## src/source/erx_consts.svh

```systemverilog
`ifndef ERX_CONSTS_SVH
`define ERX_CONSTS_SVH

// Link framing
`define ERX_FRAME_BYTES       13         // Ctrl + dstaddr + data + srcaddr bytes

// Queue sizing
`define ERX_FIFO_DEPTH        16         // Words per queue
`define ERX_PROG_MARGIN       4          // Covers frames still in flight

// Address translation
`define ERX_MMU_ENTRIES       16         // One entry per dstaddr[31:28] value
`define ERX_RR_ID             12'h810    // Top page of read responses

// Wishbone register map, word addresses
`define ERX_REG_CTRL          0          // Control register
`define ERX_REG_TABLE_BASE    16         // First page table entry

// Control register bits
`define ERX_CTRL_ENABLE_BIT   0          // Receive enable
`define ERX_CTRL_MMU_BIT      1          // Translation on

`endif

```

## src/source/erx_pkg.sv

```systemverilog
`default_nettype none

package erx_pkg;

   typedef logic [31:0] addr_t;          // Mesh address
   typedef logic [31:0] data_t;          // Mesh data word
   typedef logic [3:0]  ctrlmode_t;      // Transaction control mode
   typedef logic [1:0]  datamode_t;      // Access size
   typedef logic [11:0] page_t;          // Translated page number
   typedef logic [4:0]  wb_adr_t;        // Wishbone word address

   // One queue word, 103 bits
   typedef struct packed
   {
      logic      write;                  // 1 = write, 0 = read request
      datamode_t datamode;
      ctrlmode_t ctrlmode;
      addr_t     dstaddr;
      data_t     data;
      addr_t     srcaddr;
   } emesh_pkt_t;

   // Wishbone classic request side
   typedef struct packed
   {
      logic    cyc;
      logic    stb;
      logic    we;
      wb_adr_t adr;
      data_t   dat_w;
   } wb_req_t;

   // Frame assembly FSM
   typedef enum logic [1:0]
   {
      RX_IDLE,                           // Waiting for a control byte
      RX_BODY,                           // Inside a frame
      RX_DROP                            // Frame fell early
   } rx_state_t;

endpackage

`default_nettype wire

```

## src/source/erx_fifo.sv

```systemverilog
`timescale 1ns/1ps
`default_nettype none
`include "erx_consts.svh"

module erx_fifo
#(
   parameter int DEPTH = `ERX_FIFO_DEPTH  // Power of two
)
(
   input  wire                 rxlclk_p,
   input  wire                 arst_n,
   input  wire                 wr_en,
   input  wire erx_pkg::emesh_pkt_t din,
   output logic                full,
   output logic                prog_full, // Near full, sender must wait
   input  wire                 rd_en,
   output logic                empty,
   output erx_pkg::emesh_pkt_t dout       // Head word, valid when not empty
);

   import erx_pkg::*;

   localparam int             AW       = $clog2(DEPTH);
   localparam logic [AW:0]    FULL_CNT = (AW+1)'(DEPTH);
   localparam logic [AW:0]    PF_CNT   = (AW+1)'(DEPTH - `ERX_PROG_MARGIN);

   emesh_pkt_t    mem [DEPTH];            // Storage array
   logic [AW-1:0] wr_ptr;
   logic [AW-1:0] rd_ptr;
   logic [AW:0]   count;                  // Words held
   logic          do_wr;
   logic          do_rd;

   assign do_wr     = wr_en & ~full;      // Overflow is ignored
   assign do_rd     = rd_en & ~empty;     // Underflow is ignored
   assign full      = (count == FULL_CNT);
   assign empty     = (count == '0);
   assign prog_full = (count >= PF_CNT);
   assign dout      = mem[rd_ptr];        // Fall-through read

   always_ff @(posedge rxlclk_p or negedge arst_n)
   begin
      if (!arst_n)
      begin
         wr_ptr <= '0;
         rd_ptr <= '0;
         count  <= '0;
      end
      else
      begin
         if (do_wr)
            wr_ptr <= wr_ptr + 1'b1;      // Wraps at DEPTH
         if (do_rd)
            rd_ptr <= rd_ptr + 1'b1;
         case ({do_wr, do_rd})
            2'b10:   count <= count + 1'b1;
            2'b01:   count <= count - 1'b1;
            default: count <= count;      // Idle or push and pop
         endcase
      end
   end

   always_ff @(posedge rxlclk_p)
   begin
      if (do_wr)
         mem[wr_ptr] <= din;
   end

endmodule

`default_nettype wire

```

## config.mk

```make
export PLATFORM = sky130hd
export DESIGN_NAME = erx_fifo
export DESIGN_NICKNAME = d
export VERILOG_FILES = /design/src/source/erx_pkg.sv /design/src/source/erx_fifo.sv
export VERILOG_INCLUDE_DIRS = /design/src /design/src/source
export SDC_FILE = /design/constraint.sdc
export NUM_CORES = 2
export LEC_CHECK = 0
export BUFFER_PORTS_ARGS = -buffer_cell sky130_fd_sc_hd__clkbuf_2
export CORE_AREA = 2 2 338 474
export CTS_CLUSTER_DIAMETER = 120
export DETAILED_ROUTE_END_ITERATION = 10
export DIE_AREA = 0 0 340 476
export SYNTH_ARGS = -nofsm -noshare
export SYNTH_HDL_FRONTEND = slang
export SYNTH_SLANG_ARGS = --single-unit
```

## constraint.sdc

```tcl
create_clock -name rxlclk_p -period 12.1 [get_ports rxlclk_p]
set_input_delay 0.605 -clock rxlclk_p [delete_from_list [all_inputs] [get_ports rxlclk_p]]
set_output_delay 0.605 -clock rxlclk_p [all_outputs]
set_load 0.01 [all_outputs]
```

**After elaboration in Yosys (flattened, before gate mapping)**

Memories as Yosys holds them, arrays and structs flattened.
Index checks and enable logic that the tools add are counted.
Widths: inputs -> output; s select.

- Bits in registers: 13
- RAM bits: 1,648
- Word-level logic and storage cells: 21
- Memories kept: 1

Memories:

| memory | depth | width | rd ports | clocked after Yosys merged registers in | wr ports | line | source |
|---|---|---|---|---|---|---|---|
| mem | 16 | 103 | 1 | 0 | 1 | erx_fifo.sv:27 | `emesh_pkt_t mem [DEPTH];` |

- $add $sub $neg: 4
- $lt $le $gt $ge: 1
- Eq/ne operators: 3
- Multiplexer cells: 3
- Bitwise logic cells: 4
- Reductions and logical operators: 2

Operators with widths:

| operator | number |
|---|---|
| $pmux 5 s2 | 1 |
| $add 4x1->4 const B | 2 |
| $add 5x1->5 const B | 1 |
| $eq 5x5->1 const B | 1 |
| $ge 5x4->1 const B | 1 |
| $logic_not 5->1 | 1 |
| $sub 5x1->5 const B | 1 |
| $and 1x1->1 | 2 |
| $eq 2x1->1 const B | 1 |
| $eq 2x2->1 const B | 1 |
| $mux 1 | 2 |
| $not 1->1 | 2 |
| $reduce_bool 2->1 | 1 |

**Longest topological paths before layout**

- Depth in word-level cells: 5
- Mapped depth: 13

**Worst setup path after synthesis**

Ideal clock, no wire load.

- Path type: input -> register
- From: input wr_en
- To: memory mem[3][0] (netlist name) (enable)
- Setup time: 0.691 ns
- Arrival: 8.114 ns
- Required time: 11.409 ns
- Setup slack: 3.295 ns
- Stages: 4
- Path buffers: 1
- Cell sequence: and2_1 > clkbuf_1 > nand2_1 > nor3_1

- Longest elaborated chain between the ends: 3

Ends and longest elaborated chain:

| what | line | source |
|---|---|---|
| start, declared | erx_fifo.sv:12 | `input wire wr_en,` |
| $and 1x1->1 | erx_fifo.sv:34 | `assign do_wr = wr_en & ~full;` |
| $mux 1 | erx_fifo.sv:65 | `if (do_wr)` |
| $mux 1 (implied by the code) | erx_fifo.sv:66 | `mem[wr_ptr] <= din;` |
| end, declared | erx_fifo.sv:27 |  |

No other way between the ends.

==> out/qor.yml <==
synthesis:
  mappedNetlistNets: 3268
  syn-cell-area_mm2: 0.06417
  yosys-top-cells-count: "edfxtp_1 (1648), mux2i_1 (310), o21ai_0 (210), mux4_2 (206), nand2_1 (113)"
  synth_largest_type_area_fraction_pct: 77.12
  synthArstFlopShare_pct: 0.7827
  synth_largest_area_cell: "edfxtp_1"
  synth.lib_cells_used.distinct: 33
  dominantRegCellSynth: "edfxtp_1"
  yosysSeqAreaShare_pct: 77.63
  synth.yosys.warnings: 0
  synth_top_cells_by_area: "edfxtp_1 (77%), mux4_2 (7.2%), mux2i_1 (4.8%)"
  number_of_flops_mapped_to_enable_cells_by_yosys: 1648
  synthCells: 3151
  post_synth.cell_area_avg_um2: 20.36
  post-synth-top-count-cell: "edfxtp_1"
  postSynthRegisterBits: 1661
timing:
  timing.final.ws_setup_ps: 6839
  timing.setup.tns_ps: 0
  fmax_mhz: 190.1
  hold_ws_ps: 211.1
  slew_headroom_pct: 25.13
  rsz0062_at_grt: "false"
  maxSlewViolCount: 0
  timing.final.setup_violations: 0
  finClkSkew_ps: 16.41
  final.min_clock_period_ps: 5261
  final_hold_viol_count: 0
  final.period_utilization_pct: 43.48
  worst-slew-pin-transition_ps: 1123
grt:
  first_global_vias: 32510
  gr-total-overflow: 0
  pin_count_of_the_biggest_net_entering_global_routing: 132
  grt_first_pass_wirelength_mm: 222.5
  grtUsageTotal_pct: 18.97
  number_of_antenna_violations_at_the_first_check_in_global_routing: 24
critical_path:
  crit_path_cell_trace: "and2_4, buf_4, buf_4, a221oi_1, a22oi_1, nand2_1, clkbuf_2"
  setup.worst_path.end_class: "primary output"
  crit_type: "reg -> out"
  cell_occurring_most_often_along_the_worst_timing_path: "buf_4"
  max_stage_delay_ps: 810
  cp_top_family: "buffers and inverters"
  required_arrival_time_at_the_worst_endpoint_ps: 11490
  critical_path_data_arrival_time_ps: 4660
  worst-path-max-fanout: 56
  cpMaxStageDelayCell: "buf_4"
  crit_path_start_kind: "flip-flop"
  cp_num_buf_inv: 3
clock_tree:
  tritoncts: "done"
  clk_pin_slew_ps: 70
  postCtsHoldBufs: 1
  clock-root-buffer: "clkbuf_16"
  worstSkewPairLatency_ps: 790
  clock_tree.htree_level_count: 4
  cts.sinks: 1661
  postCtsSetupRepairBufs: 0
  cts-resized-gates: 0
  numCtsBuffers: 162
  cts_buffer_depth: 3
final_layout:
  fill_cell_instance_count_of_the_final_layout: 13220
  final_cell_count_no_fill: 5641
  layout.nets: 3531
  drive_gt1_share_pct: 24.02
  area_delta_synth_final_pct: 12.96
power:
  power.density_mw_per_mm2: 239.6
  max-vdd-ir-drop_uv: 192.1
  power_leakage_nw: 23.78
  p_total_mw: 17.37
placement:
  placement.setup.worst_slack_ps: 7547
  numPlacedInstances: 5349
  hpwl_mm: 74.72
  placement.io_buffers: 212
  gp_routability_congestion: 0.7130
drt:
  detail-route-antenna-nets: 0
  route.detailed.wl_per_inst_um: 27.36
  wirelength_mm: 154.3
  avgViaCountPerCell: 5.575
  via_count: 31450
  drc: 0
  detailedRoute.firstIterationViolations: 2731
  detailedRoute.firstPassIterationCount: 6
floorplan:
  ioPinCount: 213
  start_util_pct: 40.66
  std_cell_rows: 173
  die_area_mm2: 0.1618
  fp.coreArea_mm2: 0.1578
  die-height_um: 476
  chipWidth_um: 340
status:
  status: "complete, no violations"
run:
  drv_cap: 0
hold_path:
  min-delay-path-class: "in -> reg"
-- state kept, by name, summed over array words and instances (netlist names) --
signal,count
rd_ptr,4
wr_ptr,4
mem,1648
count,5
-- cell families (layout without fill, tap and decap cells) --
logic type      after synthesis  after routing  share of synthesized area, %
buf+inv                     184            572                         1.847
mux                         620            620                         13.89
flops                      1661           1661                         77.63
xor+xnor                     10             10                        0.1365
other cells                   0              2                             0
fa+ha+maj                    10             10                        0.2067
simple gates                143            143                        0.9029
compound gates              523            523                         5.384
-- layout by cell type (no fill, tap or decap), types with 103 or more instances in the layout --
cell type and instances:
clkbuf_2 212, clkbuf_16 166, edfxtp_1 1648, a22oi_1 103, mux2i_1 310, mux4_2 206, mux2_2 103, nand2_1 113
a21oi_1 105, o21ai_0 210
-- layout make-up --
| type | instances | area (um2) | area share, % |
|---|---|---|---|
| Multi-Input combinational cell | 1306 | 13290 | 18.34 |
| Clock buffer | 210 | 4319 | 5.959 |
| Sequential cell | 1661 | 49830 | 68.75 |
| Tap cell | 2100 | 2628 | 3.625 |
| Inverter | 8 | 30.03 | 0.04143 |
| Antenna cell | 2 | 5.005 | 0.006905 |
| Clock inverter | 79 | 755.7 | 1.043 |
| Timing Repair Buffer | 275 | 1624 | 2.241 |
-- routing by layer --
layer	wire [um]	global-route usage [%]	part of all wire, %
met1	64990	25.14	42
met2	77170	32.08	50
met3	8917	3.768	5.8
met4	3047	4.933	2.0
met5	199	0	0.13
-- through the flow --
| step | area (um2) | util, % |
|---|---|---|
| 2_1_floorplan | 64170 | - |
| 3_3_place_gp | 67390 | 42.71 |
| 3_5_place_dp | 67390 | 42.71 |
| 4_1_cts | 72480 | 45.93 |
| 5_1_grt | 72480 | 45.93 |
| 6_report | 72480 | 45.93 |
-- power breakdown --
part           switching, mW  total (mW)  internal, mW
logic                   3.35        5.34          2.00
clock network           2.11        4.89          2.78
registers              0.207        7.14          6.93
-- worst paths after layout --
kind	startpoint	end	slack [ps]	depth (start not counted)
hold / removal	din[16]	mem[11][16]	210	1
max in group asynchronous	arst_n	rd_ptr[2]	11520	2
hold reg to reg	count[4]	count[4]	530	1
setup / recovery	rd_ptr[1]	dout[15]	6840	7
setup reg to reg	count[0]	mem[12][68]	8600	6
min in group asynchronous	arst_n	count[3]	260	2
Power figures use the tool's default switching activity.
