[src/source/erx_consts.svh]
`ifndef ERX_CONSTS_SVH
`define ERX_CONSTS_SVH

// Link framing
`define ERX_FRAME_BYTES       13         // Ctrl + dstaddr + data + srcaddr bytes

// Queue sizing
`define ERX_FIFO_DEPTH        16         // Words per queue
`define ERX_PROG_MARGIN       4          // Covers frames still in flight

// Address translation
`define ERX_MMU_ENTRIES       16         // One entry per dstaddr[31:28] value
`define ERX_RR_ID             12'h810    // Top page of read responses

// Wishbone register map, word addresses
`define ERX_REG_CTRL          0          // Control register
`define ERX_REG_TABLE_BASE    16         // First page table entry

// Control register bits
`define ERX_CTRL_ENABLE_BIT   0          // Receive enable
`define ERX_CTRL_MMU_BIT      1          // Translation on

`endif

[src/source/erx_pkg.sv]
`default_nettype none

package erx_pkg;

   typedef logic [31:0] addr_t;          // Mesh address
   typedef logic [31:0] data_t;          // Mesh data word
   typedef logic [3:0]  ctrlmode_t;      // Transaction control mode
   typedef logic [1:0]  datamode_t;      // Access size
   typedef logic [11:0] page_t;          // Translated page number
   typedef logic [4:0]  wb_adr_t;        // Wishbone word address

   // One queue word, 103 bits
   typedef struct packed
   {
      logic      write;                  // 1 = write, 0 = read request
      datamode_t datamode;
      ctrlmode_t ctrlmode;
      addr_t     dstaddr;
      data_t     data;
      addr_t     srcaddr;
   } emesh_pkt_t;

   // Wishbone classic request side
   typedef struct packed
   {
      logic    cyc;
      logic    stb;
      logic    we;
      wb_adr_t adr;
      data_t   dat_w;
   } wb_req_t;

   // Frame assembly FSM
   typedef enum logic [1:0]
   {
      RX_IDLE,                           // Waiting for a control byte
      RX_BODY,                           // Inside a frame
      RX_DROP                            // Frame fell early
   } rx_state_t;

endpackage

`default_nettype wire

[src/source/erx_disty.sv]
`timescale 1ns/1ps
`default_nettype none
`include "erx_consts.svh"

module erx_disty
(
   input  wire                 rxlclk_p,
   input  wire                 arst_n,
   input  wire erx_pkg::emesh_pkt_t mmu_pkt, // Translated transaction
   input  wire                 mmu_valid,
   input  wire                 rx_enable,    // Drop all when low
   output logic                wr_wr_en,     // Write queue push
   output logic                rq_wr_en,     // Read request queue push
   output logic                rr_wr_en,     // Read response queue push
   output erx_pkg::emesh_pkt_t wr_data,      // Common to all queues
   input  wire                 wr_full,
   input  wire                 wr_prog_full,
   input  wire                 rq_full,
   input  wire                 rq_prog_full,
   input  wire                 rr_full,
   input  wire                 rr_prog_full,
   output logic                rx_wr_wait,   // Back-pressure for writes
   output logic                rx_rd_wait    // Back-pressure for reads
);

   import erx_pkg::*;

   page_t dst_page;                      // Page after translation
   logic  take;                          // Transaction to deliver
   logic  is_rq;
   logic  is_rr;
   logic  is_wr;

   assign dst_page = mmu_pkt.dstaddr[31:20];
   assign take     = mmu_valid & rx_enable;
   assign is_rq    = ~mmu_pkt.write;
   assign is_rr    = mmu_pkt.write & (dst_page == `ERX_RR_ID); // Response window
   assign is_wr    = mmu_pkt.write & ~is_rr;

   always_ff @(posedge rxlclk_p or negedge arst_n)
   begin
      if (!arst_n)
      begin
         wr_wr_en   <= 1'b0;
         rq_wr_en   <= 1'b0;
         rr_wr_en   <= 1'b0;
         rx_wr_wait <= 1'b0;
         rx_rd_wait <= 1'b0;
      end
      else
      begin
         wr_wr_en   <= take & is_wr & ~wr_full; // Full queue loses the word
         rq_wr_en   <= take & is_rq & ~rq_full;
         rr_wr_en   <= take & is_rr & ~rr_full;
         rx_wr_wait <= wr_prog_full | rr_prog_full; // Both carry write frames
         rx_rd_wait <= rq_prog_full;
      end
   end

   always_ff @(posedge rxlclk_p)
   begin
      if (mmu_valid)
         wr_data <= mmu_pkt;
   end

endmodule

`default_nettype wire

[config.mk]
export PLATFORM = sky130hd
export DESIGN_NAME = erx_disty
export DESIGN_NICKNAME = d
export VERILOG_FILES = /design/src/source/erx_pkg.sv /design/src/source/erx_disty.sv
export VERILOG_INCLUDE_DIRS = /design/src /design/src/source
export SDC_FILE = /design/constraint.sdc
export NUM_CORES = 1
export LEC_CHECK = 0
export BUFFER_PORTS_ARGS = -buffer_cell sky130_fd_sc_hd__buf_4
export CORE_UTILIZATION = 40
export CTS_CLUSTER_DIAMETER = 200
export DETAILED_ROUTE_END_ITERATION = 6
export PLACE_DENSITY_LB_ADDON = 0.1
export SLEW_MARGIN = 20
export SYNTH_ARGS = -nofsm -noshare
export SYNTH_HDL_FRONTEND = slang
export SYNTH_SLANG_ARGS = --single-unit
[constraint.sdc]
create_clock -name rxlclk_p -period 0.8 [get_ports rxlclk_p]
set_input_delay 0.16 -clock rxlclk_p [delete_from_list [all_inputs] [get_ports rxlclk_p]]
set_output_delay 0.16 -clock rxlclk_p [all_outputs]
set_load 0.03 [all_outputs]
==> results of run 1 <==
cell families after synthesis:
kind of cell    count (synthesis)  share of synthesized area (%)
compound gates                  1                         0.2648
flops                         108                          97.28
simple gates                    9                          2.458
per-stage QoR:
stage | instance area [µm²] | hold slack (ps) | utilization (%)
3_5_place_dp | 5180 | -29.77 | 66.01
3_3_place_gp | 5180 | -29.30 | 66.01
2_1_floorplan | 3308 | -135.6 | -
==> results.txt, run 1 <==
The placement-stage worst setup slack was -123.3 ps; the width of the chip was 92.94 µm. Once the clock tree was built, the setup fixing pass inserted 0 buffers. The first error in the log reads "[ERROR RSZ-0060] Max buffer count reached". Post-CTS repair changed the size of 108 cells. The number of rows in the core area came out at 32.

The proportion of synthesized flip-flops having asynchronous set or reset was 4.630%. The post-synthesis register bit count is 108. The global placement routability congestion is 0.7433.

Port buffering added 220 buffers. After synthesis, the most frequently instantiated cells are sky130_fd_sc_hd__edfxtp_1, sky130_fd_sc_hd__dfrtp_1, sky130_fd_sc_hd__nor4b_2. The initial utilization of the core area, before any placement, comes to 42.16%. sky130_fd_sc_hd__edfxtp_1 is the most common cell in the netlist. Yosys attributes the largest share of cell area to sky130_fd_sc_hd__edfxtp_1, sky130_fd_sc_hd__dfrtp_1, sky130_fd_sc_hd__nor4b_2, sky130_fd_sc_hd__nor4_2, sky130_fd_sc_hd__and4b_1.

The post-synthesis average cell area was 28.04 µm². The most frequently used flop master after synthesis is sky130_fd_sc_hd__edfxtp_1. For this design, the CTS-stage hold fixing added 101 buffers. The buffer cell driving the clock tree root was sky130_fd_sc_hd__clkbuf_8. The run stopped with a tool error. 221 I/O pins were placed. Counting the buffers created by CTS gives 9. Synthesis produced a netlist whose cell count is 118. After detailed placement, the design holds a cell count of 449.

The library cell occupying the most area in the post-synthesis netlist was sky130_fd_sc_hd__edfxtp_1. Number of warnings printed during yosys synthesis: 0. Progress stopped at clock tree synthesis (4_1_cts). The sum of net half-perimeters after detailed placement was 5.729 mm.

The floorplan step set the die height to 92.94 µm. The worst-case clock buffer depth came out at 2. After synthesis, the largest area contributor takes up 93.49% of total cell area. The tools report the post-synthesis instance area as 3308 µm².

The logs give 97.28% for the sequential area share after synthesis and 11 for the number of distinct library cell variants in the gate-level netlist after synthesis. The number of H-tree levels was 3. Counting every sink on the clock net gives 108.

The number of nets in the synthesized netlist is 231, and the number of synthesized flops with an enable pin is 103.
==> run 2, diff against run 1 <==
- CORE_UTILIZATION: 40 -> 25
- CTS_CLUSTER_DIAMETER: 200 -> not set
- PLACE_DENSITY_LB_ADDON: 0.1 -> 0.15
==> run 2 against run 1 <==
Against the previous run:
- the flow now finishes, with violations (negative hold slack, negative setup slack)
- synthesized cell count stayed put
- area after synthesis unchanged
==> results.txt, run 2 <==
The power density of the placed cells came out at 1966 nW/µm². The number of violations of the max-capacitance limit is 0. The arrival time reported for the critical path endpoint was 940 ps. The library cell used most frequently in the layout, excluding fill and tap cells, is sky130_fd_sc_hd__buf_4. The kind of cell adding the most delay to the critical path was flip-flops.

Entering global routing, the biggest net connects 25 pins. The headroom to the max-slew limit was 80.30%; the worst-case clock buffer depth was 2. The detail route stage leaves a number of antenna-violating nets equal to 0. Summing all placed instances gives a cell area of 5280 µm².

Clock-pin slew was measured on the worst setup and hold paths at 70 ps. The number of antenna repair diodes came out at 0. The start point of the worst min-delay path is wr_prog_full.

The H-tree generated during clock tree synthesis spans 3 levels. Summed over all layers, the routed wires come to 9.796 mm. The run gives 0 as the number of warnings printed during yosys synthesis. The final setup slack of the worst path is -303.2 ps. The checks that failed: negative hold slack, negative setup slack. The proportion of synthesized flip-flops having asynchronous set or reset came out at 4.630%. The sequential fraction of design power is 49.9%. In this run switching power makes up 25.55% of total power.

In the finished design, the share of the clock period the worst path needs comes to 137.9%. The internal power of the cells totals 10280 µW. The synthesized design devotes to its leading area cell type 93.49% of total area. The number of hold violations in the final report was 1; the sum of net half-perimeters after detailed placement was 6.256 mm. The initial antenna violation count is 0. TritonCTS built the clock tree. The floorplan step defined a die boundary enclosing 13700 µm². CTS saw 108 sinks. The run gives -197.5 ps as the placement-stage worst setup slack. By area the synthesized netlist is led by sky130_fd_sc_hd__edfxtp_1, sky130_fd_sc_hd__dfrtp_1, sky130_fd_sc_hd__nor4b_2, sky130_fd_sc_hd__nor4_2, sky130_fd_sc_hd__and4b_1. Dividing the detail-routed via count by the number of cells gives 3.913.

For the finished layout, the period the worst path requires is 1103 ps. STA classifies the critical path startpoint as a flip-flop. Derived from the worst setup path, the maximum achievable clock frequency is 0.9065 GHz.

Detailed routing inserted a total of 2512 vias. The run gives 1.917 mV as the highest ir drop seen on vdd. Measured along the y axis, the die boundary spans 117.0 µm.

The post-synthesis register bit count is 108, and the sum of overflow across all layers after global routing is 0. The routed wire length per instance is 15.26 µm. STA classifies the critical path endpoint as an output pin. The initial cell density of the core was 25.90%. Sequential elements use 97.28% of the synthesized area. Setup violations remaining at the end of the flow were counted as 108. The smallest hold slack was -8.621 ps. The number of global-route vias before repair came out at 2642. The top cell types in the final layout, fill and taps aside, are sky130_fd_sc_hd__buf_4, sky130_fd_sc_hd__buf_6, sky130_fd_sc_hd__dlygate4sd3_1, sky130_fd_sc_hd__edfxtp_1, sky130_fd_sc_hd__clkbuf_16.

The final layout contains 578 nets. Ranked by flip-flop count, first place goes to wr_data. On the worst path, the slowest cell contributes a delay of 430 ps. The fraction of layout instances using a drive strength above 1 came out at 52.77%.

The run finished, with violations left. In this run the power spent charging and discharging nets is 3529 µW. Synthesis handed over a netlist of 118 instances. The number of buffers and inverters on the critical path was 1. The critical path starts at wr_data[48].

The register with the most flip-flops in the layout has 103 of them. The static power due to leakage was 0.002913 µW; the largest fanout of any net on the critical path was 1. The total global-route track usage was 14.21%; the number of distinct library cell variants in the gate-level netlist after synthesis was 11.

The most common cell in the synthesized netlist is sky130_fd_sc_hd__edfxtp_1. The tools report the placeable core region as 12770 µm². Of the total power, combinational logic draws 20.6%. In the synthesized netlist the dominant register cell turns out to be sky130_fd_sc_hd__edfxtp_1. After floorplanning, the core was divided into 41 placement rows. The post-synthesis average cell area is 28.04 µm², and the number of synthesized flops with an enable pin is 103.

The tools report the required time at the endpoint of the critical path as 640 ps. The clock network accounts for 29.5% of the total power. The cell area that synthesis handed to floorplanning was 3308 µm². The commonest cells after synthesis are sky130_fd_sc_hd__edfxtp_1, sky130_fd_sc_hd__dfrtp_1, sky130_fd_sc_hd__nor4b_2. The library cell occupying the most area in the post-synthesis netlist is sky130_fd_sc_hd__edfxtp_1. Setup repair after global routing could not meet its margin everywhere. The min-delay analysis places its worst path in the category primary input to flip-flop. The run gives 13.71 mm as the first-pass GRT wire length.

The count of buffers added on input and output ports is 220. In this run the horizontal extent of the chip is 117.0 µm. Summing all non-filler instances in the final layout gives an area of 7027 µm². On the critical path, the stage with the largest delay is an instance of sky130_fd_sc_hd__edfxtp_1.

Routability-driven placement finished with a final weighted congestion of 0.7272. The pre-antenna-repair detailed-routing pass consisted of 4 iterations. Walking the worst path, the cells encountered are buf_6. The number of DRC markers after the initial detailed-route iteration is 129, and the max-slew violation count is 0.

221 I/O pins were placed. The number of nets in the synthesized netlist was 231; the number of buffers created by CTS was 9. The root buffer cell chosen for the clock tree is sky130_fd_sc_hd__clkbuf_16. The classification of the worst setup path was flip-flop to output pin.

For this run, design rule violations remaining after detail routing come to 0. The slew at the pin with the worst max-slew slack came out at 293.0 ps. From synthesis to final layout, the design area changed by 112.4%. Total power for the finished layout comes to 13810 µW. Hold repair after CTS inserted 107 buffers.
==> run 2: cell counts after synthesis <==
Identical to the previous run, type by type.
==> run 2: cell type report <==
cell class,instances,area (µm²)
fillers,1002,5747
flip-flops and latches,108,3218
clock inverters,6,41.29
clock buffers,10,229.0
repair buffers,336,3233
well taps,172,215.2
multi-input cells,10,90.09
==> run 2: kinds of logic (layout without fill, tap and decap cells) <==
kind of cell | after synthesis | after routing | synth area share (%)
simple gates | 9 | 9 | 2.458
compound gates | 1 | 1 | 0.2648
buf+inv | 0 | 352 | 0
flops | 108 | 108 | 97.28
==> run 2: final timing paths <==
kind                          endpoint  slack (ps)  cells after the start
worst max-delay path       wr_data[48]        -300                      1
worst min-delay path        rx_wr_wait          -9                      2
max in group asynchronous     wr_wr_en         550                      2
min in group asynchronous   rx_wr_wait         140                      2
==> run 2: layer usage <==
layer	global-route usage, %	up-vias	share of wire, %
li1	-	1177	-
met2	24.26	160	50
met3	9.681	11	13
met5	0	-	0
met4	4.219	0	1.2
met1	13.87	1164	36
==> run 2: what timing repair did <==
action,in CTS,in global routing
resized for setup,108,0
hold endpoints to repair,112,1
setup endpoints to repair,108,108
gates cloned,0,0
setup buffers,0,0
==> run 2: power groups by stage <==
stage               registers (µW)  clock network [µW]  logic (µW)
floorplan                     7800                   0        14.1
global placement              6920                   0        2160
detailed placement            6920                   0        2170
CTS                           6890                4230        2850
global route                  6930                4430        2990
finish                        6890                4070        2850
==> run 2: through the flow <==
step / utilization [%] / std cells / setup TNS (ps)
floorplan: - / 118 / 0
global placement: 41.34 / 519 / -16470
detailed placement: 41.34 / 519 / -17760
CTS: 55.01 / 642 / -29500
global route: 55.01 / 642 / -31520
finish: 55.01 / 642 / -27080
Note: power is estimated with default switching activity, not from simulation.
