### src/source/erx_consts.svh
`ifndef ERX_CONSTS_SVH
`define ERX_CONSTS_SVH

// Link framing
`define ERX_FRAME_BYTES       13         // Ctrl + dstaddr + data + srcaddr bytes

// Queue sizing
`define ERX_FIFO_DEPTH        16         // Words per queue
`define ERX_PROG_MARGIN       4          // Covers frames still in flight

// Address translation
`define ERX_MMU_ENTRIES       16         // One entry per dstaddr[31:28] value
`define ERX_RR_ID             12'h810    // Top page of read responses

// Wishbone register map, word addresses
`define ERX_REG_CTRL          0          // Control register
`define ERX_REG_TABLE_BASE    16         // First page table entry

// Control register bits
`define ERX_CTRL_ENABLE_BIT   0          // Receive enable
`define ERX_CTRL_MMU_BIT      1          // Translation on

`endif

### src/source/erx_pkg.sv
`default_nettype none

package erx_pkg;

   typedef logic [31:0] addr_t;          // Mesh address
   typedef logic [31:0] data_t;          // Mesh data word
   typedef logic [3:0]  ctrlmode_t;      // Transaction control mode
   typedef logic [1:0]  datamode_t;      // Access size
   typedef logic [11:0] page_t;          // Translated page number
   typedef logic [4:0]  wb_adr_t;        // Wishbone word address

   // One queue word, 103 bits
   typedef struct packed
   {
      logic      write;                  // 1 = write, 0 = read request
      datamode_t datamode;
      ctrlmode_t ctrlmode;
      addr_t     dstaddr;
      data_t     data;
      addr_t     srcaddr;
   } emesh_pkt_t;

   // Wishbone classic request side
   typedef struct packed
   {
      logic    cyc;
      logic    stb;
      logic    we;
      wb_adr_t adr;
      data_t   dat_w;
   } wb_req_t;

   // Frame assembly FSM
   typedef enum logic [1:0]
   {
      RX_IDLE,                           // Waiting for a control byte
      RX_BODY,                           // Inside a frame
      RX_DROP                            // Frame fell early
   } rx_state_t;

endpackage

`default_nettype wire

### src/source/erx_cfg_mmu.sv
`timescale 1ns/1ps
`default_nettype none
`include "erx_consts.svh"

module erx_cfg_mmu
(
   input  wire                 rxlclk_p,
   input  wire                 arst_n,
   input  wire erx_pkg::wb_req_t    wb_req,   // Wishbone request
   output erx_pkg::data_t      wb_dat_r,  // Read data with ack
   output logic                wb_ack,
   input  wire erx_pkg::emesh_pkt_t rx_pkt,   // From protocol FSM
   input  wire                 rx_valid,
   output erx_pkg::emesh_pkt_t mmu_pkt,   // Translated transaction
   output logic                mmu_valid,
   output logic                rx_enable  // Receive enable bit
);

   import erx_pkg::*;

   localparam int TBL_AW = $clog2(`ERX_MMU_ENTRIES);

   logic              cfg_mmu_mode;       // Translation on
   page_t             page_tbl [`ERX_MMU_ENTRIES]; // Page per top nibble
   logic              wb_accept;          // New request this cycle
   logic              hit_ctrl;
   logic              hit_tbl;
   wb_adr_t           tbl_off;            // Offset into table window
   logic [TBL_AW-1:0] tbl_idx;
   data_t             rd_word;            // Read mux result
   emesh_pkt_t        xlat_pkt;           // Translated, before the flop

   assign wb_accept = wb_req.cyc & wb_req.stb & ~wb_ack; // One ack per request
   assign hit_ctrl  = (wb_req.adr == wb_adr_t'(`ERX_REG_CTRL));
   assign hit_tbl   = (wb_req.adr >= wb_adr_t'(`ERX_REG_TABLE_BASE));
   assign tbl_off   = wb_req.adr - wb_adr_t'(`ERX_REG_TABLE_BASE);
   assign tbl_idx   = tbl_off[TBL_AW-1:0];

   always_ff @(posedge rxlclk_p or negedge arst_n)
   begin
      if (!arst_n)
      begin
         wb_ack       <= 1'b0;
         rx_enable    <= 1'b0;
         cfg_mmu_mode <= 1'b0;
         for (int i = 0; i < `ERX_MMU_ENTRIES; i++)
            page_tbl[i] <= '0;
      end
      else
      begin
         wb_ack <= wb_accept;
         if (wb_accept && wb_req.we)
         begin
            if (hit_ctrl)
            begin
               rx_enable    <= wb_req.dat_w[`ERX_CTRL_ENABLE_BIT];
               cfg_mmu_mode <= wb_req.dat_w[`ERX_CTRL_MMU_BIT];
            end
            else if (hit_tbl)
            begin
               page_tbl[tbl_idx] <= wb_req.dat_w[11:0]; // Upper bits dropped
            end
         end
      end
   end

   // Unmapped words read back zero
   always_comb
   begin
      rd_word = '0;
      if (hit_ctrl)
      begin
         rd_word[`ERX_CTRL_ENABLE_BIT] = rx_enable;
         rd_word[`ERX_CTRL_MMU_BIT]    = cfg_mmu_mode;
      end
      else if (hit_tbl)
      begin
         rd_word = data_t'(page_tbl[tbl_idx]);
      end
   end

   always_ff @(posedge rxlclk_p)
   begin
      if (wb_accept)
         wb_dat_r <= rd_word;             // Lines up with ack
   end

   // Page swap keeps the low 20 address bits
   always_comb
   begin
      xlat_pkt = rx_pkt;
      if (cfg_mmu_mode)
         xlat_pkt.dstaddr = {page_tbl[rx_pkt.dstaddr[31 -: TBL_AW]], rx_pkt.dstaddr[19:0]};
   end

   always_ff @(posedge rxlclk_p or negedge arst_n)
   begin
      if (!arst_n)
         mmu_valid <= 1'b0;
      else
         mmu_valid <= rx_valid;
   end

   always_ff @(posedge rxlclk_p)
   begin
      if (rx_valid)
         mmu_pkt <= xlat_pkt;
   end

endmodule

`default_nettype wire

### config.mk
export PLATFORM = sky130hd
export DESIGN_NAME = erx_cfg_mmu
export DESIGN_NICKNAME = d
export VERILOG_FILES = /design/src/source/erx_pkg.sv /design/src/source/erx_cfg_mmu.sv
export VERILOG_INCLUDE_DIRS = /design/src /design/src/source
export SDC_FILE = /design/constraint.sdc
export NUM_CORES = 1
export LEC_CHECK = 0
export ABC_AREA = 1
export BUFFER_PORTS_ARGS = -buffer_cell sky130_fd_sc_hd__buf_2
export CORE_ASPECT_RATIO = 0.6
export CORE_MARGIN = 5
export CORE_UTILIZATION = 35
export CTS_BUF_LIST = sky130_fd_sc_hd__clkbuf_8
export DETAILED_ROUTE_END_ITERATION = 16
export SYNTH_ARGS = -nofsm -noshare
export SYNTH_HDL_FRONTEND = slang
export SYNTH_SLANG_ARGS = --single-unit
### constraint.sdc
create_clock -name rxlclk_p -period 5.1 [get_ports rxlclk_p]
set_clock_uncertainty 0.05 [all_clocks]
set_input_delay 0.255 -clock rxlclk_p [delete_from_list [all_inputs] [get_ports rxlclk_p]]
set_output_delay 0.255 -clock rxlclk_p [all_outputs]
set_load 0.01 [all_outputs]
# Yosys cells after proc, flatten, opt, wreduce, memory -nomap -nowiden
# Index checks and enable logic that the tools add are counted.
# Widths: inputs -> output; s select.
# word_totals
reg_bits	331
latch_bits	0
ram_bits	0
rom_bits	0
in_bits	146
memories	0
# op_classes
n_addsub	1
mul	0
div_mod_pow	0
magnitude_cmp	4
eq_ne	0
shift	0
muxes	12
bitwise	7
n_reduce_logical	6
# ops
operator	count
$bwmux 192	1
$bmux 12 s4	2
$mux 12	5
$demux 12 s4	1
$mux 32	1
$ge 5x5->1 const B	3
$not 4->5	2
$logic_not 5->1	1
$lt 5x1->1 const B	1
$mux 2	2
$sub 4x1->4 const B	1
$not 1->1	3
$reduce_and 3->1	1
$and 1x1->1	2
$logic_and 1x1->1	2
$reduce_and 2->1	1
$reduce_or 2->1	1

# Depth between registers and ports, before layout
# Gate-level depths: netlist of the first run.
# depth
depth_word	7
depth_mapped	11
ltp_nobuf	9

# Worst setup path after synthesis of the first run
# OpenSTA, ideal clock, no wires.
# synth_timing
path_kind	register to register
from	register wb_ack
to	register page_tbl[124] (netlist bit)
setup_time_ps	131
t_arrival_ps	1674
path_slack_ps	3245
stages_incl_launch_ff	9
n_path_buf	2
synth_period_minus_slack_ps	1855
path_cell_list	dfrtp_1 nor2_4 nand2_2 nor2_8 buf_8 nand4_4 buf_2 nand2_1 o21ai_1
# synth_between
elab_chain_len	4
# synth_lines
item	line	source
start: declaration	erx_cfg_mmu.sv:11	output logic wb_ack,
start signal: assignment	erx_cfg_mmu.sv:51	wb_ack <= wb_accept;
$not 1->1	erx_cfg_mmu.sv:33	assign wb_accept = wb_req.cyc & wb_req.stb & ~wb_ack;
$and 1x1->1	erx_cfg_mmu.sv:33	
named net wb_accept	erx_cfg_mmu.sv:25	logic wb_accept;
$logic_and 1x1->1	erx_cfg_mmu.sv:52	if (wb_accept && wb_req.we)
$reduce_and 3->1 (no source line)	n/a	
end signal: indexed assignment	erx_cfg_mmu.sv:61	page_tbl[tbl_idx] <= wb_req.dat_w[11:0];
end: declaration	erx_cfg_mmu.sv:24	page_t page_tbl [`ERX_MMU_ENTRIES];
# The timed path passes the listed nets, and every way through them passes these cells.
# A chain may end at the register's enable or synchronous reset.

# Worst setup path in the final report of the first run
# layout_timing
from	input wb_req[38] (netlist bit)
to	register page_tbl[82] (netlist bit)
# layout_between
elab_chain_len	4
# layout_lines
item	line	source
start: declaration	erx_cfg_mmu.sv:9	input wire erx_pkg::wb_req_t wb_req,
$and 1x1->1 (2 in series)	erx_cfg_mmu.sv:33	
named net wb_accept	erx_cfg_mmu.sv:25	
$logic_and 1x1->1	erx_cfg_mmu.sv:52	
$reduce_and 3->1 (no source line)	n/a	
# The timed path passes the listed nets, and every way through them passes these cells.

==> results of run 1 <==
[repair_timing]
action,in CTS,in global routing
hold buffers,103,1
endpoints found under the setup margin,0,0
hold endpoints to repair,182,1
[cell families (layout without fill, tap and decap cells)]
| kind of cell | Yosys count | in the layout | synth area share [%] |
|---|---|---|---|
| buf+inv | 177 | 483 | 5.712 |
| compound gates | 252 | 252 | 8.992 |
| flops | 311 | 311 | 57.21 |
| other cells | 1 | 21 | 0.02567 |
| simple gates | 926 | 926 | 28.06 |
[tightest hold or removal path, stage by stage]
cell and delay, ns:
buf_2 0.15, o21ai_0 0.15, nand2_1 0.08
[flip-flops by register name (all words and copies together), names as in the netlist]
name	flops
cfg_mmu_mode	1
wb_dat_r	12
page_tbl	192
wb_ack	1
mmu_valid	1
rx_enable	1
mmu_pkt	103
[final timing paths]
| kind | endpoint | slack [ns] |
|---|---|---|
| worst max-delay path | page_tbl[82]$_DFFE_PN0P_ | 1.74 |
| worst min-delay path | wb_dat_r[1]$_DFFE_PN_ | 0.09 |
| worst max register to register | page_tbl[82]$_DFFE_PN0P_ | 2.21 |
| worst min register to register | page_tbl[84]$_DFFE_PN0P_ | 0.44 |
| max in group asynchronous | page_tbl[28]$_DFFE_PN0P_ | 3.69 |
| min in group asynchronous | page_tbl[87]$_DFFE_PN0P_ | 0.21 |
[layer usage]
metal	routed length [um]	vias to the layer above	global-route usage, %
met2	22080	706	31.00
met5	0	-	0
met1	21240	6347	30.86
met3	6313	133	7.322
li1	-	6137	-
met4	1355	0	6.597
[Yosys cell counts]
cell,n
nand4_2,4
nand3_4,8
o21ai_1,119
nand2_2,1
o21ai_0,108
buf_8,1
o21ai_2,2
nand2_1,635
nor4_2,1
buf_1,8
o211ai_1,18
clkbuf_1,63
buf_6,2
conb_1,1
buf_2,43
nand4_4,4
nor2_8,3
nor2_4,3
buf_4,24
nand3_1,183
inv_2,3
edfxtp_1,115
nand4_1,39
dfrtp_1,196
nor2_1,45
inv_1,33
a21oi_1,5
[power by group through the flow]
| stage | Combinational, mW | Sequential, mW | Clock, mW |
|---|---|---|---|
| floorplan | 0.351 | 2.95 | 0 |
| global route | 0.821 | 2.91 | 2.26 |
| CTS | 0.738 | 2.89 | 2.12 |
| global placement | 0.656 | 2.93 | 0 |
| detailed placement | 0.671 | 2.94 | 0 |
| finish | 0.745 | 2.89 | 2.08 |
[area by class of cell]
| cell class | count | area [sq um] |
|---|---|---|
| clock buffers | 60 | 825.8 |
| diodes | 1 | 2.502 |
| inverters | 36 | 135.1 |
| well taps | 570 | 713.2 |
| multi-input cells | 1198 | 5489 |
| repair buffers | 362 | 2399 |
| fillers | 4118 | 23550 |
| flip-flops and latches | 311 | 8358 |
| clock inverters | 25 | 107.6 |
[metrics by stage]
stage          area (sq um)  cells  power, mW  hold slack, ns
2_1_floorplan         14680   1686      3.305        -0.09059
3_3_place_gp          16050   2373      3.586          0.2779
3_5_place_dp          16050   2373      3.607          0.2894
4_1_cts               18020   2561      5.745        0.001034
5_1_grt               18030   2563      5.992         0.08316
6_report              18030   2563      5.720         0.08556
==> flow_summary.yaml, run 1 <==
power_and_ir_drop:
  internal_power_mw: 4.108
  seqPwrFrac_pct: 50.6
  p_clk_share_pct: 36.4
  p_switching_mw: 1.612
  p_comb_share_pct: 13.0
  power_density_mw_per_mm2: 317.2
  leakagePower_nw: 8.077
  swShare_pct: 28.18
  ir_worst_vdd_mv: 0.1829
grt:
  antenna_found_initial: 1
  grt_first_pass_wirelength_um: 77120
  gr-total-overflow: 0
  grt_pass1_vias: 12880
  grt_max_degree: 117
  gr-usage-all-layers_pct: 21.56
die:
  boundaryPins: 284
  die_height_um: 168.3
  die_w_um: 273.8
  initial_utilization_pct: 35.14
  core-area_sq_mm: 0.04158
  die-area_sq_mm: 0.04606
  core.rowCount: 58
critical_path:
  crit_top_cell: "dlygate4sd3_1"
  cpLargestDelayFamily: "simple AND/OR/NAND/NOR gates"
  critPathBufInv: 3
  cp_data_arrival_time_ns: 3.79
  crit_path_max_incr_delay_ns: 0.87
  crit_chain: "dlygate4sd3_1 -> buf_2 -> nand2_1 -> dlygate4sd3_1 -> nor2_4 -> nand2_2 -> nor2_8 -> nand4_2 -> o21ai_0"
  crit_cells: 9
  cp_max_fo: 24
  r2r_start: "wb_ack$_DFF_PN0_"
  cp_slowest_cell: "nand4_2"
  end_kind: "register"
  startpoint: "wb_req[38]"
  crit_type: "primary input to register"
  crit_required_ns: 5.53
  r2r_cells: 5
  start_kind: "primary input"
worst_hold_path:
  min-delay-start: "wb_req[36]"
  whs_path_depth: 3
  hp-class: "primary input to register"
layout:
  fin_util_pct: 43.36
  nets: 2101
  syn_to_final_growth_pct: 23.41
  final_layout_size_suffix_gt1_share_pct: 17.67
  final_cell_mix: "635 x nand2_1, 239 x buf_2, 196 x dfrtp_1, 183 x nand3_1, 119 x o21ai_1"
  final_common_cell: "nand2_1"
routing:
  vias: 13320
  drtIter0Drc: 1548
  via_per_inst: 5.198
  ant_nets: 0
  route.detailed.drc: 0
  firstDrtPassIters: 6
  routed_wl_um: 50990
  wl_per_cell_um: 19.89
timing:
  setup_violations: 0
  tns_ns: 0
  final-hold-violation-count: 0
  finalMaxSlewViolations: 0
  fmax_mhz: 297.5
  worst_slack_ns: 1.738
  period_share_pct: 65.92
  rsz0062_at_grt: "no"
  relSlewSlack_pct: 18.57
  post-route-min-period_ns: 3.362
  tightest_slew_ns: 1.220
logic_synthesis:
  ys_seq_area_share_pct: 57.21
  synth_top_area_cell: "dfrtp_1"
  synthCells: 1667
  synth_area_leaders: "dfrtp_1 34%, edfxtp_1 24%, nand2_1 16%"
  synth.top_cell.area_share_pct: 33.57
  synth_cell_types: 27
  ys_ff_latch: 311
  synth.cell_area_sq_mm: 0.01461
  syn_area_per_cell_sq_um: 8.764
  synth_warnings: 0
outcome:
  outcome: "completed"
placed_design:
  gp_routability_congestion: 0.8697
  pre_cts_ws_ns: 2.273
  dpl.hpwl_um: 30860
  port-buffer-count: 243
job:
  maxCapViolCount: 0
clock_network:
  clkSinkCount: 311
  ctsResizeCount: 0
  clock-root-buffer: "clkbuf_8"
  post_cts_buffers: 0
  cts_tree: "built"
  clock_latency_ns: 0.60
  clk_pin_slew_ns: 0.07
  cts_max_path_buffers: 3
  htree_levels: 2
  cts_buffers: 46
Note: power is estimated with default switching activity, not from simulation.
==> inputs of run 2 (changes only) <==
- clock period: 5.1 -> 3 ns (I/O delays scaled with it)
==> run 2 against run 1 <==
  * First-iteration DRC count decreased by 2.3%
  * Critical path type unchanged
  * Worst setup slack got worse by 1.4 ns
  * Sequential power increased by 70%
  * Final cell count increased by 0.55%
  * Critical path depth increased by 2
  * Cell area increased by 0.52%
  * Total power increased by 64%
  * Non-clock buffer count increased by 23
  * Sequential share of layout area decreased by 0.24 points
  * Combinational power increased by 74%
  * Global-route usage about the same
  * Core utilization increased by 0.23 points
==> flow_summary.yaml, run 2 (same netlist as run 1, synthesis figures left out) <==
critical_path:
  end_kind: "register"
  r2r_start: "wb_ack$_DFF_PN0_"
  critPathBufInv: 4
  crit_type: "primary input to register"
  cp_max_fo: 13
  crit_path_max_incr_delay_ns: 0.58
  cp_data_arrival_time_ns: 3.03
  cpLargestDelayFamily: "buffers and inverters"
  start_kind: "primary input"
  r2r_end: "page_tbl[152]$_DFFE_PN0P_"
  reg2reg_slack_ns: 0.73
  crit_required_ns: 3.39
  cp_slowest_cell: "dlygate4sd3_1"
  crit_chain: "dlygate4sd3_1 -> buf_2 -> nand2_1 -> dlygate4sd3_1 -> nor2_4 -> nand2_2 -> nor2_8 -> nand4_2 -> buf_4 -> nand2_1 -> o21ai_0"
  r2r_cells: 7
die:
  die_height_um: 168.3
  boundaryPins: 284
  die-area_sq_mm: 0.04606
  core-area_sq_mm: 0.04158
  die_w_um: 273.8
  core.rowCount: 58
  initial_utilization_pct: 35.14
placed_design:
  post_dp_cell_area_sq_mm: 0.01628
  dpl.hpwl_um: 31800
  dpl.cell_count: 2395
  port-buffer-count: 243
  gp_routability_congestion: 0.8803
power_and_ir_drop:
  p_total_mw: 9.404
  ir_worst_vdd_mv: 0.3724
  power_density_mw_per_mm2: 518.9
  leakagePower_nw: 8.150
grt:
  grt_first_pass_wirelength_um: 77780
  grt_max_degree: 105
  gr-usage-all-layers_pct: 21.59
  gr-total-overflow: 0
  antenna_found_initial: 1
  grt_pass1_vias: 12900
layout:
  reg.largest.list: "page_tbl: 192 flops, mmu_pkt: 103 flops, wb_dat_r: 12 flops"
  regMostFlops: "page_tbl"
  final_layout_size_suffix_gt1_share_pct: 18.04
  nets: 2124
  final_common_cell: "nand2_1"
  fin_area_sq_mm: 0.01812
  n_fill_cell: 4069
  fin_cells: 2577
  largest_reg_flops: 192
  final_cell_mix: "635 x nand2_1, 239 x buf_2, 196 x dfrtp_1, 183 x nand3_1, 119 x o21ai_1"
  syn_to_final_growth_pct: 24.05
  n_antenna_cell: 0
routing:
  vias: 13450
  route.detailed.drc: 0
  wl_per_cell_um: 19.96
  drtIter0Drc: 1513
  via_per_inst: 5.221
  routed_wl_um: 51430
  firstDrtPassIters: 6
  ant_nets: 0
timing:
  setup_violations: 0
  rsz0062_at_grt: "no"
  post-route-min-period_ns: 2.645
  relSlewSlack_pct: 36.94
  tns_ns: 0
  final-hold-violation-count: 0
  period_share_pct: 88.16
  tightest_slew_ns: 0.9459
  fmax_mhz: 378.1
  whs_ns: 0.02329
  finalMaxSlewViolations: 0
worst_hold_path:
  whs_path_depth: 3
  min-delay-start: "wb_req[11]"
  hp-class: "primary input to register"
  whs_endpoint: "page_tbl[131]$_DFFE_PN0P_"
clock_network:
  cts_hold_buf: 105
  clk_pin_slew_ns: 0.06
  post_cts_buffers: 0
  htree_levels: 2
  clock_latency_ns: 0.60
  cts_buffers: 46
  ctsResizeCount: 0
  cts_max_path_buffers: 3
  clock-root-buffer: "clkbuf_8"
  cts_tree: "built"
  clkSinkCount: 311
job:
  maxCapViolCount: 0
outcome:
  outcome: "completed"
-- run 2: cell types whose count changed in the layout (fill, tap and decap cells not counted) --
cell / change
clkinvlp_4: -1
buf_4: +17
clkbuf_8: -10
buf_12: +5
inv_8: -1
diode_2: -1
inv_1: +5
dlygate4sd3_1: +1
clkinv_1: -1
-- run 2: power breakdown --
| group | switching, mW | total (mW) | internal [mW] |
|---|---|---|---|
| Sequential | 0.183 | 4.92 | 4.74 |
| Combinational | 0.824 | 1.30 | 0.475 |
| Clock | 1.67 | 3.19 | 1.51 |
| Total | 2.68 | 9.40 | 6.72 |
-- run 2: worst reg2reg max path, delay by kind of cell (launching register included) --
family,cells,cell delay [ns]
flops,1,0.41
buf+inv,1,0.38
simple gates,5,1.20
compound gates,1,0.08
-- run 2: layout make-up --
| type | instances | area, sq um | share of cell area [%] |
|---|---|---|---|
| clock buffer | 50 | 688.2 | 3.797 |
| clock inverter | 27 | 103.9 | 0.5730 |
| multi-input combinational | 1198 | 5489 | 30.29 |
| inverter | 36 | 135.1 | 0.7456 |
| tap | 570 | 713.2 | 3.935 |
| sequential | 311 | 8358 | 46.12 |
| timing repair buffer | 385 | 2636 | 14.55 |
-- run 2: worst max-delay path by stage --
stage	slack, ns	cells past startpoint	endpoint	startpoint
global placement	0.56	7	page_tbl[12]$_DFFE_PN0P_	wb_req[33]
CTS	0.41	11	page_tbl[152]$_DFFE_PN0P_	wb_req[38]
finish	0.36	11	page_tbl[152]$_DFFE_PN0P_	wb_req[38]
global route	0.22	11	page_tbl[145]$_DFFE_PN0P_	wb_req[38]
floorplan	1.14	8	page_tbl[124]$_DFFE_PN0P_	wb_ack$_DFF_PN0_
detailed placement	0.54	7	page_tbl[22]$_DFFE_PN0P_	wb_req[33]
-- run 2: per-stage QoR --
stage	setup WS, ns	utilization [%]
after floorplan	1.145	-
after global placement	0.5566	39.15
after detailed placement	0.5363	39.15
after CTS	0.4104	43.58
after global routing	0.2173	43.58
final	0.3552	43.58
-- run 2: routing by layer --
layer	up-vias	share of wire, %	global-route usage [%]
met3	80	11	5.185
met4	0	1.7	4.756
met2	741	44	31.85
met1	6460	43	32.34
li1	6173	-	-
met5	-	0	0
